$ cat config.mk
export PLATFORM = sky130hd
export DESIGN_NAME = pbch_dmrs_detector
export DESIGN_NICKNAME = d
export VERILOG_FILES = /design/src/rtl/pbch_dmrs_pkg.sv /design/src/rtl/dmrs_detect_ctrl.sv /design/src/rtl/gold_seq_gen.sv /design/src/rtl/dmrs_pilot_store.sv /design/src/rtl/dmrs_correlator.sv /design/src/rtl/corr_peak_select.sv /design/src/rtl/pbch_dmrs_detector.sv
export SDC_FILE = /design/constraint.sdc
export NUM_CORES = 2
export LEC_CHECK = 0
export BUFFER_PORTS_ARGS = -buffer_cell sky130_fd_sc_hd__buf_4
export CAP_MARGIN = 20
export CORE_ASPECT_RATIO = 1.75
export CORE_MARGIN = 2
export CORE_UTILIZATION = 60
export DETAILED_ROUTE_END_ITERATION = 12
export PLACE_DENSITY = 0.76
export SYNTH_ARGS = -nofsm -noshare
export SYNTH_HDL_FRONTEND = slang
export SYNTH_HIERARCHICAL = 1
export SYNTH_SLANG_ARGS = --single-unit
$ cat constraint.sdc
create_clock -name clk_i -period 24.3 [get_ports clk_i]
set_clock_uncertainty 0.2 [all_clocks]
set_input_delay 2.43 -clock clk_i [delete_from_list [all_inputs] [get_ports clk_i]]
set_output_delay 2.43 -clock clk_i [all_outputs]
set_load 0.02 [all_outputs]
$ cat src/rtl/pbch_dmrs_pkg.sv
`default_nettype none

package pbch_dmrs_pkg;

    // cell and sample geometry
    localparam int N_ID_W         = 10;
    localparam int SAMPLE_W       = 16;
    localparam int IQ_W           = 32;
    localparam int FFT_LEN        = 256;

    // pilot sequence geometry
    localparam int NUM_CAND       = 8;
    localparam int PILOTS_PER_SYM = 64;
    localparam int LFSR_N         = 31;
    localparam int SKIP_LEN       = 1600;

    // 64 pilots with two bits each give a range of +/-128
    localparam int CORR_W         = 9;

    typedef logic [N_ID_W-1:0] n_id_t;

    // real part sits in the low half, imaginary part in the high half
    typedef logic [IQ_W-1:0] iq_t;

    // high bit is c(2m), low bit is c(2m+1)
    typedef logic [1:0] qpsk_t;
    typedef qpsk_t [NUM_CAND-1:0] qpsk_vec_t;

    typedef logic [$clog2(NUM_CAND)-1:0] ibar_t;
    typedef logic signed [CORR_W-1:0] corr_t;
    typedef logic [$clog2(PILOTS_PER_SYM)-1:0] pilot_idx_t;
    typedef logic [$clog2(FFT_LEN)-1:0] sc_idx_t;

endpackage

`default_nettype wire

$ cat src/rtl/dmrs_detect_ctrl.sv
`default_nettype none
`timescale 1ns/1ps

module dmrs_detect_ctrl (
    input  wire logic                      clk_i,
    input  wire logic                      reset_ni,
    input  wire logic                      n_id_valid_i,
    input  wire pbch_dmrs_pkg::n_id_t      n_id_i,
    input  wire logic                      pbch_start_i,
    input  wire logic                      sample_valid_i,
    output logic                           lfsr_load_o,
    output logic                           lfsr_step_o,
    output logic                           wr_en_o,
    output pbch_dmrs_pkg::pilot_idx_t      wr_idx_o,
    output logic                           wr_odd_o,
    output pbch_dmrs_pkg::pilot_idx_t      rd_idx_o,
    output logic                           pilot_o,
    output logic                           clear_o,
    output logic                           decide_o,
    output logic                           dmrs_ready_o
);

    import pbch_dmrs_pkg::*;

    typedef enum logic [2:0] {GEN_IDLE, GEN_LOAD, GEN_SKIP, GEN_STORE, GEN_DONE} gen_state_t;
    typedef enum logic [1:0] {DET_IDLE, DET_COLLECT, DET_DECIDE} det_state_t;
    typedef logic [$clog2(SKIP_LEN)-1:0] gen_cnt_t;

    gen_state_t gen_state;
    gen_cnt_t   gen_cnt;
    det_state_t det_state;
    sc_idx_t    sc_cnt;
    pilot_idx_t rd_idx;
    logic [1:0] nid_mod4;
    logic       decide_q;
    logic       start_ok;

    // a new cell ID always wins over a PBCH start in the same cycle
    assign start_ok = pbch_start_i && dmrs_ready_o && !n_id_valid_i;

    // generation: one load, SKIP_LEN warm-up steps, then two steps per stored pilot
    always_ff @(posedge clk_i) begin
        if (!reset_ni) begin
            gen_state <= GEN_IDLE;
            gen_cnt   <= '0;
        end else if (n_id_valid_i) begin
            gen_state <= GEN_LOAD;
            gen_cnt   <= '0;
        end else begin
            case (gen_state)
                GEN_LOAD: begin
                    gen_state <= GEN_SKIP;
                    gen_cnt   <= '0;
                end
                GEN_SKIP: begin
                    if (gen_cnt == gen_cnt_t'(SKIP_LEN - 1)) begin
                        gen_state <= GEN_STORE;
                        gen_cnt   <= '0;
                    end else begin
                        gen_cnt <= gen_cnt + 1'b1;
                    end
                end
                GEN_STORE: begin
                    if (gen_cnt == gen_cnt_t'(2 * PILOTS_PER_SYM - 1)) begin
                        gen_state <= GEN_DONE;
                    end
                    gen_cnt <= gen_cnt + 1'b1;
                end
                default: begin
                    gen_state <= gen_state;
                end
            endcase
        end
    end

    assign lfsr_load_o  = (gen_state == GEN_LOAD);
    assign lfsr_step_o  = (gen_state == GEN_SKIP) || (gen_state == GEN_STORE);
    assign wr_en_o      = (gen_state == GEN_STORE);
    assign wr_idx_o     = pilot_idx_t'(gen_cnt >> 1);
    assign wr_odd_o     = gen_cnt[0];
    assign dmrs_ready_o = (gen_state == GEN_DONE);

    // detection: count one symbol of valid samples and step through the pilots
    always_ff @(posedge clk_i) begin
        if (!reset_ni) begin
            det_state <= DET_IDLE;
            sc_cnt    <= '0;
            rd_idx    <= '0;
            nid_mod4  <= '0;
            decide_q  <= 1'b0;
        end else begin
            decide_q <= 1'b0;
            if (n_id_valid_i) begin
                nid_mod4  <= n_id_i[1:0];
                det_state <= DET_IDLE;
            end else begin
                case (det_state)
                    DET_IDLE: begin
                        if (start_ok) begin
                            det_state <= DET_COLLECT;
                            sc_cnt    <= '0;
                            rd_idx    <= '0;
                        end
                    end
                    DET_COLLECT: begin
                        if (sample_valid_i) begin
                            sc_cnt <= sc_cnt + 1'b1;
                            if (pilot_o) begin
                                rd_idx <= rd_idx + 1'b1;
                            end
                            if (sc_cnt == sc_idx_t'(FFT_LEN - 1)) begin
                                det_state <= DET_DECIDE;
                            end
                        end
                    end
                    default: begin
                        // last pilot is still in the correlator input register here
                        decide_q  <= 1'b1;
                        det_state <= DET_IDLE;
                    end
                endcase
            end
        end
    end

    assign pilot_o  = (det_state == DET_COLLECT) && sample_valid_i && (sc_cnt[1:0] == nid_mod4);
    assign rd_idx_o = rd_idx;
    assign clear_o  = (det_state == DET_IDLE) && start_ok;
    assign decide_o = decide_q && !n_id_valid_i;

endmodule

`default_nettype wire

$ cat src/rtl/gold_seq_gen.sv
`default_nettype none
`timescale 1ns/1ps

module gold_seq_gen (
    input  wire logic                          clk_i,
    input  wire logic                          reset_ni,
    input  wire pbch_dmrs_pkg::n_id_t          n_id_i,
    input  wire logic                          n_id_valid_i,
    input  wire logic                          load_i,
    input  wire logic                          step_i,
    output logic [pbch_dmrs_pkg::NUM_CAND-1:0] seq_bits_o
);

    import pbch_dmrs_pkg::*;

    logic [LFSR_N-1:0] c_init [NUM_CAND];
    logic [LFSR_N-1:0] x1;
    logic [LFSR_N-1:0] x2 [NUM_CAND];

    // c_init = 2^11 (ibar+1)(floor(N_id/4)+1) + 2^6 (ibar+1) + (N_id mod 4)
    always_ff @(posedge clk_i) begin
        if (n_id_valid_i) begin
            for (int i = 0; i < NUM_CAND; i++) begin
                c_init[i] <= ((LFSR_N'(i + 1) * LFSR_N'(n_id_i[N_ID_W-1:2] + 1'b1)) << 11)
                             + (LFSR_N'(i + 1) << 6)
                             + LFSR_N'(n_id_i[1:0]);
            end
        end
    end

    // bit j of each register holds x(n+j), so bit 0 is the current output
    always_ff @(posedge clk_i) begin
        if (!reset_ni) begin
            x1 <= LFSR_N'(1);
            for (int i = 0; i < NUM_CAND; i++) begin
                x2[i] <= '0;
            end
        end else if (load_i) begin
            x1 <= LFSR_N'(1);
            for (int i = 0; i < NUM_CAND; i++) begin
                x2[i] <= c_init[i];
            end
        end else if (step_i) begin
            // x1(n+31) = x1(n+3) + x1(n)
            x1 <= {x1[3] ^ x1[0], x1[LFSR_N-1:1]};
            for (int i = 0; i < NUM_CAND; i++) begin
                // x2(n+31) = x2(n+3) + x2(n+2) + x2(n+1) + x2(n)
                x2[i] <= {x2[i][3] ^ x2[i][2] ^ x2[i][1] ^ x2[i][0], x2[i][LFSR_N-1:1]};
            end
        end
    end

    // the x1 half is shared by all candidates
    always_comb begin
        for (int i = 0; i < NUM_CAND; i++) begin
            seq_bits_o[i] = x1[0] ^ x2[i][0];
        end
    end

endmodule

`default_nettype wire

$ cat src/rtl/dmrs_pilot_store.sv
`default_nettype none
`timescale 1ns/1ps

module dmrs_pilot_store (
    input  wire logic                          clk_i,
    input  wire logic                          wr_en_i,
    input  wire pbch_dmrs_pkg::pilot_idx_t     wr_idx_i,
    input  wire logic                          wr_odd_i,
    input  wire logic [pbch_dmrs_pkg::NUM_CAND-1:0] bits_i,
    input  wire pbch_dmrs_pkg::pilot_idx_t     rd_idx_i,
    output pbch_dmrs_pkg::qpsk_vec_t           pilots_o
);

    import pbch_dmrs_pkg::*;

    qpsk_vec_t             mem [PILOTS_PER_SYM];
    logic [NUM_CAND-1:0]   even_bits;
    qpsk_vec_t             wr_word;

    // the even bit waits here so each pair lands in one full-word write
    always_comb begin
        for (int i = 0; i < NUM_CAND; i++) begin
            wr_word[i] = {even_bits[i], bits_i[i]};
        end
    end

    always_ff @(posedge clk_i) begin
        if (wr_en_i) begin
            if (wr_odd_i) begin
                mem[wr_idx_i] <= wr_word;
            end else begin
                even_bits <= bits_i;
            end
        end
    end

    // registered read lines up with the sample register in the correlator
    always_ff @(posedge clk_i) begin
        pilots_o <= mem[rd_idx_i];
    end

endmodule

`default_nettype wire

$ cat src/rtl/dmrs_correlator.sv
`default_nettype none
`timescale 1ns/1ps

module dmrs_correlator (
    input  wire logic                                       clk_i,
    input  wire logic                                       reset_ni,
    input  wire pbch_dmrs_pkg::iq_t                         sample_i,
    input  wire logic                                       sample_valid_i,
    input  wire logic                                       pilot_i,
    input  wire logic                                       clear_i,
    input  wire pbch_dmrs_pkg::qpsk_vec_t                   pilots_i,
    output pbch_dmrs_pkg::corr_t [pbch_dmrs_pkg::NUM_CAND-1:0] corr_o,
    output pbch_dmrs_pkg::corr_t [pbch_dmrs_pkg::NUM_CAND-1:0] corr_rot_o
);

    import pbch_dmrs_pkg::*;

    iq_t   sample_r;
    logic  pilot_r;
    qpsk_t demod;
    qpsk_t demod_rot;

    // two bits per pilot, each worth +1 on a match and -1 otherwise
    function automatic corr_t pair_score(input qpsk_t pil_bits, input qpsk_t rx_bits);
        qpsk_t diff;
        diff = pil_bits ^ rx_bits;
        case (diff)
            2'b00:   return corr_t'(2);
            2'b11:   return corr_t'(-2);
            default: return corr_t'(0);
        endcase
    endfunction

    always_ff @(posedge clk_i) begin
        if (sample_valid_i) begin
            sample_r <= sample_i;
        end
    end

    // hard QPSK decision from the sign bits of both halves
    assign demod     = {sample_r[SAMPLE_W-1], sample_r[IQ_W-1]};
    // same decision after a 90 degree turn of the constellation
    assign demod_rot = {~sample_r[IQ_W-1], sample_r[SAMPLE_W-1]};

    always_ff @(posedge clk_i) begin
        if (!reset_ni) begin
            pilot_r    <= 1'b0;
            corr_o     <= '0;
            corr_rot_o <= '0;
        end else begin
            pilot_r <= pilot_i;
            if (clear_i) begin
                corr_o     <= '0;
                corr_rot_o <= '0;
            end else if (pilot_r) begin
                for (int i = 0; i < NUM_CAND; i++) begin
                    corr_o[i]     <= corr_o[i] + pair_score(pilots_i[i], demod);
                    corr_rot_o[i] <= corr_rot_o[i] + pair_score(pilots_i[i], demod_rot);
                end
            end
        end
    end

endmodule

`default_nettype wire

$ cat src/rtl/corr_peak_select.sv
`default_nettype none
`timescale 1ns/1ps

module corr_peak_select (
    input  wire logic                                          clk_i,
    input  wire logic                                          reset_ni,
    input  wire pbch_dmrs_pkg::corr_t [pbch_dmrs_pkg::NUM_CAND-1:0] corr_i,
    input  wire pbch_dmrs_pkg::corr_t [pbch_dmrs_pkg::NUM_CAND-1:0] corr_rot_i,
    input  wire logic                                          decide_i,
    output pbch_dmrs_pkg::ibar_t                               ibar_o,
    output logic                                               ibar_valid_o
);

    import pbch_dmrs_pkg::*;

    logic [CORR_W-1:0] mag [NUM_CAND];
    logic [CORR_W-1:0] best_mag;
    ibar_t             best_idx;

    function automatic logic [CORR_W-1:0] abs_corr(input corr_t v);
        return v[CORR_W-1] ? -v : v;
    endfunction

    // a candidate scores with the stronger of its direct and rotated values
    always_comb begin
        for (int i = 0; i < NUM_CAND; i++) begin
            if (abs_corr(corr_rot_i[i]) > abs_corr(corr_i[i])) begin
                mag[i] = abs_corr(corr_rot_i[i]);
            end else begin
                mag[i] = abs_corr(corr_i[i]);
            end
        end
    end

    // strict compare keeps the lowest index on a tie
    always_comb begin
        best_mag = mag[0];
        best_idx = '0;
        for (int i = 1; i < NUM_CAND; i++) begin
            if (mag[i] > best_mag) begin
                best_mag = mag[i];
                best_idx = ibar_t'(i);
            end
        end
    end

    always_ff @(posedge clk_i) begin
        if (decide_i) begin
            ibar_o <= best_idx;
        end
    end

    always_ff @(posedge clk_i) begin
        if (!reset_ni) begin
            ibar_valid_o <= 1'b0;
        end else begin
            ibar_valid_o <= decide_i;
        end
    end

endmodule

`default_nettype wire

$ cat src/rtl/pbch_dmrs_detector.sv
`default_nettype none
`timescale 1ns/1ps

module pbch_dmrs_detector (
    input  wire logic                  clk_i,
    input  wire logic                  reset_ni,
    input  wire pbch_dmrs_pkg::n_id_t  n_id_i,
    input  wire logic                  n_id_valid_i,
    input  wire pbch_dmrs_pkg::iq_t    sample_i,
    input  wire logic                  sample_valid_i,
    input  wire logic                  pbch_start_i,
    output logic                       dmrs_ready_o,
    output pbch_dmrs_pkg::ibar_t       ibar_o,
    output logic                       ibar_valid_o
);

    import pbch_dmrs_pkg::*;

    logic                lfsr_load;
    logic                lfsr_step;
    logic [NUM_CAND-1:0] seq_bits;
    logic                wr_en;
    pilot_idx_t          wr_idx;
    logic                wr_odd;
    pilot_idx_t          rd_idx;
    qpsk_vec_t           pilots;
    logic                pilot;
    logic                clear;
    logic                decide;

    corr_t [NUM_CAND-1:0] corr;
    corr_t [NUM_CAND-1:0] corr_rot;

    dmrs_detect_ctrl dmrs_detect_ctrl_inst (
        .clk_i          (clk_i),
        .reset_ni       (reset_ni),
        .n_id_valid_i   (n_id_valid_i),
        .n_id_i         (n_id_i),
        .pbch_start_i   (pbch_start_i),
        .sample_valid_i (sample_valid_i),
        .lfsr_load_o    (lfsr_load),
        .lfsr_step_o    (lfsr_step),
        .wr_en_o        (wr_en),
        .wr_idx_o       (wr_idx),
        .wr_odd_o       (wr_odd),
        .rd_idx_o       (rd_idx),
        .pilot_o        (pilot),
        .clear_o        (clear),
        .decide_o       (decide),
        .dmrs_ready_o   (dmrs_ready_o)
    );

    gold_seq_gen gold_seq_gen_inst (
        .clk_i        (clk_i),
        .reset_ni     (reset_ni),
        .n_id_i       (n_id_i),
        .n_id_valid_i (n_id_valid_i),
        .load_i       (lfsr_load),
        .step_i       (lfsr_step),
        .seq_bits_o   (seq_bits)
    );

    dmrs_pilot_store dmrs_pilot_store_inst (
        .clk_i    (clk_i),
        .wr_en_i  (wr_en),
        .wr_idx_i (wr_idx),
        .wr_odd_i (wr_odd),
        .bits_i   (seq_bits),
        .rd_idx_i (rd_idx),
        .pilots_o (pilots)
    );

    dmrs_correlator dmrs_correlator_inst (
        .clk_i          (clk_i),
        .reset_ni       (reset_ni),
        .sample_i       (sample_i),
        .sample_valid_i (sample_valid_i),
        .pilot_i        (pilot),
        .clear_i        (clear),
        .pilots_i       (pilots),
        .corr_o         (corr),
        .corr_rot_o     (corr_rot)
    );

    corr_peak_select corr_peak_select_inst (
        .clk_i        (clk_i),
        .reset_ni     (reset_ni),
        .corr_i       (corr),
        .corr_rot_i   (corr_rot),
        .decide_i     (decide),
        .ibar_o       (ibar_o),
        .ibar_valid_o (ibar_valid_o)
    );

endmodule

`default_nettype wire

# == After elaboration in Yosys (flattened, before gate mapping) ==
# Memory sizes are Yosys's and may differ from the RTL's. A register that Yosys moved wholly into a read port is not among the register bits.
# Index checks and enable logic that the tools add are counted.
# totals
inputBits,47
memories,3
reg_bits,253
ramBits,1520
# classes
mux,147
n_mul,4
n_reduce_logical,40
bitwise,69
addsub,52
order_cmp,15
n_eq_ne,33
# mem_list
memory,depth,word_bits,rd,rd_clocked_by_memory_dff,write_ports,line_no,text
dmrs_pilot_store_inst.mem,64,16,1,1,1,dmrs_pilot_store.sv:16,qpsk_vec_t mem [PILOTS_PER_SYM];
gold_seq_gen_inst.c_init,8,31,8,0,8,gold_seq_gen.sv:16,logic [LFSR_N-1:0] c_init [NUM_CAND];
gold_seq_gen_inst.x2,8,31,8,0,8,gold_seq_gen.sv:18,logic [LFSR_N-1:0] x2 [NUM_CAND];
# op_table
op,n
$mux W9,78
$mux W31,16
$pmux W9 S2,16
$add A31 B2 Y31,8
$add A9 B9 Y9,16
$neg A9 Y9,16
$gt A9 B9 Y1,15
$add A31 B9 Y31 const B,4
$add A31 B8 Y31 const B,2
$mul A3 B31 Y20 const A,2
$logic_not A2 Y1,17
$pmux W11 S3,1
$xor A1 B1 Y1,33
$eq A2 B2 Y1 const B,16
$xor A2 B2 Y2,16
$add A31 B10 Y31 const B,1
$mul A2 B31 Y19 const A,1
$mul A2 B31 Y20 const A,1
$add A20 B7 Y21 const B,1
$mux W6,3
$mux W1,17
$mux W8,2
$or A1 B1 Y1,16
$pmux W8 S2,1
other kinds (35),61

# == Depth between registers and ports, before layout ==
# depth
word_depth,18
ltp_mapped,77

# == Cells and area by module ==
# Netlist, hierarchy kept.
# modules_own_cells
mod,cells_per_inst,instances,area_each_um2,seq_area_each_um2
dmrs_pilot_store,1718,1,39920.8,31310.0
gold_seq_gen,888,1,13405.4,9298.9
dmrs_correlator,1431,1,11233.3,2642.5
corr_peak_select,1088,1,8067.7,110.1
dmrs_detect_ctrl,208,1,1756.7,660.6

# == Worst setup path before layout ==
# No wires, ideal clock.
# synth_path
path_type,register to register
startpoint,reg dmrs_correlator_inst/corr_o[15] (netlist bit)
endpoint,"reg corr_peak_select_inst.ibar_o[2], data pin"
setup_slack_ns,10.319
required_ns,23.828
n_path_buf,7
setup_ns,0.272
stages_incl_launch_ff,72
t_arrival_ns,13.510
cell_sequence,dfxtp_1 -> or4_1 -> o21ai_1 -> xor2_2 -> ha_1 -> and4_1 -> a311oi_1 -> or2_1 -> buf_2 -> o21ai_1 -> o21a_1 -> ha_1 -> a21o_1 -> a21o_1 -> a211oi_2 -> nor3_1 -> buf_2 -> a211oi_1 -> [... 36 more ...] -> o211ai_1 -> ha_1 -> a21o_1 -> a21oi_1 -> o21ai_0 -> a31oi_1 -> nor2_1 -> clkbuf_1 -> a22oi_1 -> ha_1 -> nor2b_1 -> o21a_1 -> o21a_1 -> o21ai_0 -> a21oi_1 -> a211oi_1 -> o21ai_0 -> or4_1
# synth_between
elab_chain_len,18
# synth_rtl
item,line_no,text
from (decl),dmrs_correlator.sv:12,"output pbch_dmrs_pkg::corr_t [pbch_dmrs_pkg::NUM_CAND-1:0] corr_o,"
"from (signal, indexed assignment)",dmrs_correlator.sv:57,"corr_o[i] <= corr_o[i] + pair_score(pilots_i[i], demod);"
$neg A9 Y9,corr_peak_select.sv:21,return v[CORR_W-1] ? -v : v;
$mux W9 *,corr_peak_select.sv:21,
$gt A9 B9 Y1,corr_peak_select.sv:27,if (abs_corr(corr_rot_i[i]) > abs_corr(corr_i[i])) begin
$mux W9 *,corr_peak_select.sv:27,
$gt A9 B9 Y1,corr_peak_select.sv:40,if (mag[i] > best_mag) begin
$mux W9 *,corr_peak_select.sv:40,
$gt A9 B9 Y1,corr_peak_select.sv:40,
$mux W9 *,corr_peak_select.sv:40,
[... 2 more ...],n/a,
$gt A9 B9 Y1,corr_peak_select.sv:40,
$mux W9,corr_peak_select.sv:40,
$gt A9 B9 Y1,corr_peak_select.sv:40,
$mux W9,corr_peak_select.sv:40,
$gt A9 B9 Y1,corr_peak_select.sv:40,
$mux W9,corr_peak_select.sv:40,
$gt A9 B9 Y1,corr_peak_select.sv:40,
$reduce_or A4 Y1 (no source line) *,n/a,
to (signal assigned),corr_peak_select.sv:49,ibar_o <= best_idx;
to (decl),corr_peak_select.sv:10,"output pbch_dmrs_pkg::ibar_t ibar_o,"
# Mark *: on every way between the ends. The rest lies on a longest branch, timed or not.
# A chain may end at the register's enable or synchronous reset.

# == Worst setup path in the final report ==
# layout_path
startpoint,reg dmrs_correlator_inst/corr_o[13] (netlist bit)
endpoint,"reg corr_peak_select_inst.ibar_o[2], data pin"
# The elaborated chain is that of the path after synthesis.

==> qor_table.md <==
| Result | Reported | Unit |
|:---|:---|:---|
| Outcome | completed | - |
| Achievable frequency | 58.2 | MHz |
| Hold-fix buffer count after cts | 0 | - |
| Commonest cells after routing, fill and taps aside | 1,326 x sky130_fd_sc_hd__edfxtp_1, 312 x sky130_fd_sc_hd__nor2_1, 272 x sky130_fd_sc_hd__mux4_2 | - |
| Required time of the critical path | 24.61 | ns |
| Element type at the critical path start | flip-flop | - |
| Worst hold path depth | 2 | - |
| Worst reg2reg setup slack | 7.12 | ns |
| CTS tree | built | - |
| Path type of the worst setup path | reg2reg | - |
| Transition at the pin with the smallest max-transition slack | 1.12 | ns |
| Setup repair after global routing missed its margin | false | - |
| DIE WIDTH | 270 | µm |
| Leading register cell type out of synthesis | sky130_fd_sc_hd__edfxtp_1 | - |
| Worst hold margin | 0.274 | ns |
| Cell area power density | 72.2 | mW/mm² |
| Most common cell after layout, fill and taps aside | sky130_fd_sc_hd__edfxtp_1 | - |
| Number of resized instances in the post-cts repair step | 0 | - |
| Slowest stage delay, CP | 0.71 | ns |
| GR Util met2 | 49.7 | % |
| Row Count | 170 | - |
| Drc violations | 0 | - |
| # clock sinks | 1,536 | - |
| Number of input and output port buffers inserted | 21 | - |
| DIE AREA | 0.127 | mm² |
| Period utilisation layout | 70.7 | % |
| Leak pwr | 0.0281 | µW |
| CTS max path bufs | 3 | - |
| Most used cell along the critical path | sky130_fd_sc_hd__ha_1 | - |
| GRT Max-Usage Layer | met2 | - |
| Estimated wirelength of the detail-placed design | 111,000 | µm |
| Number of hold violations in the final report | 0 | - |
| First drt pass iteration count | 6 | - |
| Max transition margin | 23.2 | % |
| Number of cell instances on the worst register-to-register path | 65 | - |
| End point of the worst hold path | gold_seq_gen_inst/x1[30] | - |
| Time the worst path needs with I/O delays and setup | 17.18 | ns |
| Yosys warns | 6 | - |
| Initial cell density of the core | 60.6 | % |
| CTS Buf Count | 137 | - |
| Clock slew seen by the registers of the worst setup and hold paths | 0.07 | ns |
| Sequential element share of the synthesized area | 59.2 | % |
| Area of the placeable core | 0.123 | mm² |
| Number of vias after detailed routing | 44,800 | - |
| Startpoint of the lowest-slack register-to-register path | dmrs_correlator_inst/corr_o[13] | - |
| Number of fill cells in the layout | 8,501 | - |
| Gate count after technology mapping | 5,333 | - |
| Die Height | 470 | µm |
| Total Routed Length | 174,000 | µm |
| Antenna violations before repair | 1 | - |
| Overflow left after global routing | 0 | - |
| Post-synthesis instance area | 0.0744 | mm² |
| Number of top-level pins | 52 | - |
| Fraction of synthesis flops using an asynchronous set or reset pin | 0 | % |
| Distinct cell type count after synthesis | 119 | - |
| Detail Route Antenna Nets | 0 | - |
| Largest net degree at the start of global routing | 105 | - |
| Worst Hold Class | reg2reg | - |
| Clock Latency Late Sink | 0.76 | ns |
| Routability cong. | 0.902 | - |
| Number of flops mapped to enable cells by yosys | 1,326 | - |
| Met3 track utilization from global routing | 3.68 | % |
| Routed WL per cell | 24.7 | µm |
| Iteration-0 DRC Markers | 4,004 | - |
| MaxCap Viol Count | 0 | - |
| Critical Path End Type | flip-flop | - |
| Wire length of the first global-routing pass | 266,000 | µm |
| GR Util All Layers | 27.4 | % |
| Setup TNS | 0 | ns |
| Buffer cell driving the clock tree root | sky130_fd_sc_hd__clkbuf_16 | - |
| Final standard cell utilization of the core | 65.5 | % |
| Fin nets | 5,584 | - |
| Number of global-route vias before repair | 45,000 | - |
| Ratio of cells with drive above 1 in the final layout | 14.1 | % |
| Arrival time reported for the critical path endpoint | 17.49 | ns |
| Setup-violating endpoint count in the final report | 0 | - |
| Post-Synthesis Mean Instance Area | 13.9 | µm² |
| Avg Vias per Cell | 6.38 | - |
| Met1 Use GR | 31.1 | % |
| Overall power of the completed layout | 5810 | µW |
| Flop and latch count out of synthesis | 1,536 | - |
| Final slew viol count | 0 | - |
| Layout Area Growth over Synthesis | 8.12 | % |
| Origin of the worst min-delay path | gold_seq_gen_inst/x1[30] | - |
| CP max-delay cell | sky130_fd_sc_hd__nor2_1 | - |
| Setup bufs post-CTS | 0 | - |
| Worst VDD drop | 69.8 | µV |
| Maximum fanout along the worst path | 17 | - |
| Reg-to-reg critical path endpoint | corr_peak_select_inst/ibar_o[2] | - |
| Clock H-tree levels | 4 | - |
==> critical path: cells and delay by family (launching register included) <==
family	cells	cell delay, ns
simple gates	23	5.59
fa+ha+maj	8	2.10
xor+xnor	1	0.29
flops	1	0.46
buf+inv	4	1.14
compound gates	28	6.76
mux	1	0.34
==> cell families after synthesis <==
kind of cell | after synthesis | synth area share, %
adders and majority gates | 254 | 4.32
muxes | 452 | 10.7
AOI/OAI and AO/OA | 959 | 9.33
other | 1 | 0.00504
DFF | 1536 | 59.2
and+or+nand+nor | 1302 | 9.41
xor gates and xnor gates | 330 | 3.93
buffers and inverters | 499 | 3.14
==> synthesized netlist by cell type (all sizes together) (20+ instances only) <==
master	number	area, µm²
nand3	52	265
o31ai	84	713
nand2	265	1000
nor2b	45	282
or3	59	399
nand3b	38	285
edfxtp	1326	39800
nor2	318	1220
dfxtp	210	4200
a21o	72	541
o21ai	167	843
nand4b	26	228
a22o	112	981
nor4	26	169
mux4	272	6130
nor3	75	405
nor3b	20	155
inv	150	563
mux2i	171	1710
xnor2	151	1350
o22ai	26	163
a21oi	158	870
xor2	179	1580
a211oi	25	218
and3	40	260
clkbuf	154	582
o21a	41	308
buf	192	1180
o211ai	23	178
nand2b	75	469
nand4	29	181
a31oi	36	244
a21boi	43	334
ha	249	3120
a22oi	27	203
and2	149	932
==> through the flow <==
stage	cells	area [µm²]	worst slack, ns
final	7028	80400	7.12
after global routing	7027	80400	5.81
after detailed placement	6777	76000	6.91
after global placement	6777	76000	7.01
after CTS	7026	80400	6.88
after floorplan	5348	74400	10.32
==> how the worst max path moves through the flow <==
stage	from	end	cells after the start
5_1_grt	dmrs_correlator_inst/corr_o[10]	corr_peak_select_inst/ibar_o[2]	68
6_report	dmrs_correlator_inst/corr_o[13]	corr_peak_select_inst/ibar_o[2]	65
3_3_place_gp	dmrs_correlator_inst/corr_o[13]	corr_peak_select_inst/ibar_o[2]	64
3_5_place_dp	dmrs_correlator_inst/corr_o[13]	corr_peak_select_inst/ibar_o[2]	64
4_1_cts	dmrs_correlator_inst/corr_o[13]	corr_peak_select_inst/ibar_o[2]	64
2_1_floorplan	dmrs_correlator_inst/corr_o[15]	corr_peak_select_inst/ibar_o[2]	71
==> where the power goes <==
| part | internal [µW] | switching [µW] |
|---|---|---|
| combinational | 272 | 439 |
| clock | 1180 | 972 |
| sequential | 2930 | 20.7 |
==> registers in the layout, indices dropped and copies added, names as in the netlist <==
signal and flops:
corr_peak_select_inst/ibar_o 3, gold_seq_gen_inst/x1 31, corr_peak_select_inst/ibar_valid_o 1, gold_seq_gen_inst/x2 248, dmrs_detect_ctrl_inst/det_state 2, dmrs_correlator_inst/sample_r 2
dmrs_detect_ctrl_inst/rd_idx_o 6, gold_seq_gen_inst/c_init 41, dmrs_correlator_inst/pilot_r 1, dmrs_detect_ctrl_inst/gen_cnt 11, dmrs_detect_ctrl_inst/gen_state 3, dmrs_detect_ctrl_inst/sc_cnt 8
dmrs_detect_ctrl_inst/nid_mod4 2, dmrs_pilot_store_inst/mem 1024, dmrs_pilot_store_inst/pilots_o 16, dmrs_pilot_store_inst/even_bits 8, dmrs_detect_ctrl_inst/decide_q 1, dmrs_correlator_inst/corr_rot_o 64
dmrs_correlator_inst/corr_o 64
==> cell type report <==
cell class	instances	area (µm²)	share of cell area, %
well taps	1634	2040	2.54
repair buffers	142	1100	1.37
clock inverters	72	744	0.926
flip-flops and latches	1536	44000	54.8
clock buffers	177	3660	4.55
inverters	153	581	0.722
diodes	1	2.50	0.00311
multi-input cells	3313	28300	35.1
==> routing by layer <==
| metal | routed length, µm | part of all wire (%) |
|---|---|---|
| met1 | 60800 | 35 |
| met2 | 92700 | 53 |
| met3 | 9640 | 5.5 |
| met4 | 10600 | 6.1 |
| met5 | 10 | 0.0058 |
No activity file was read; power rests on OpenSTA's default activity.
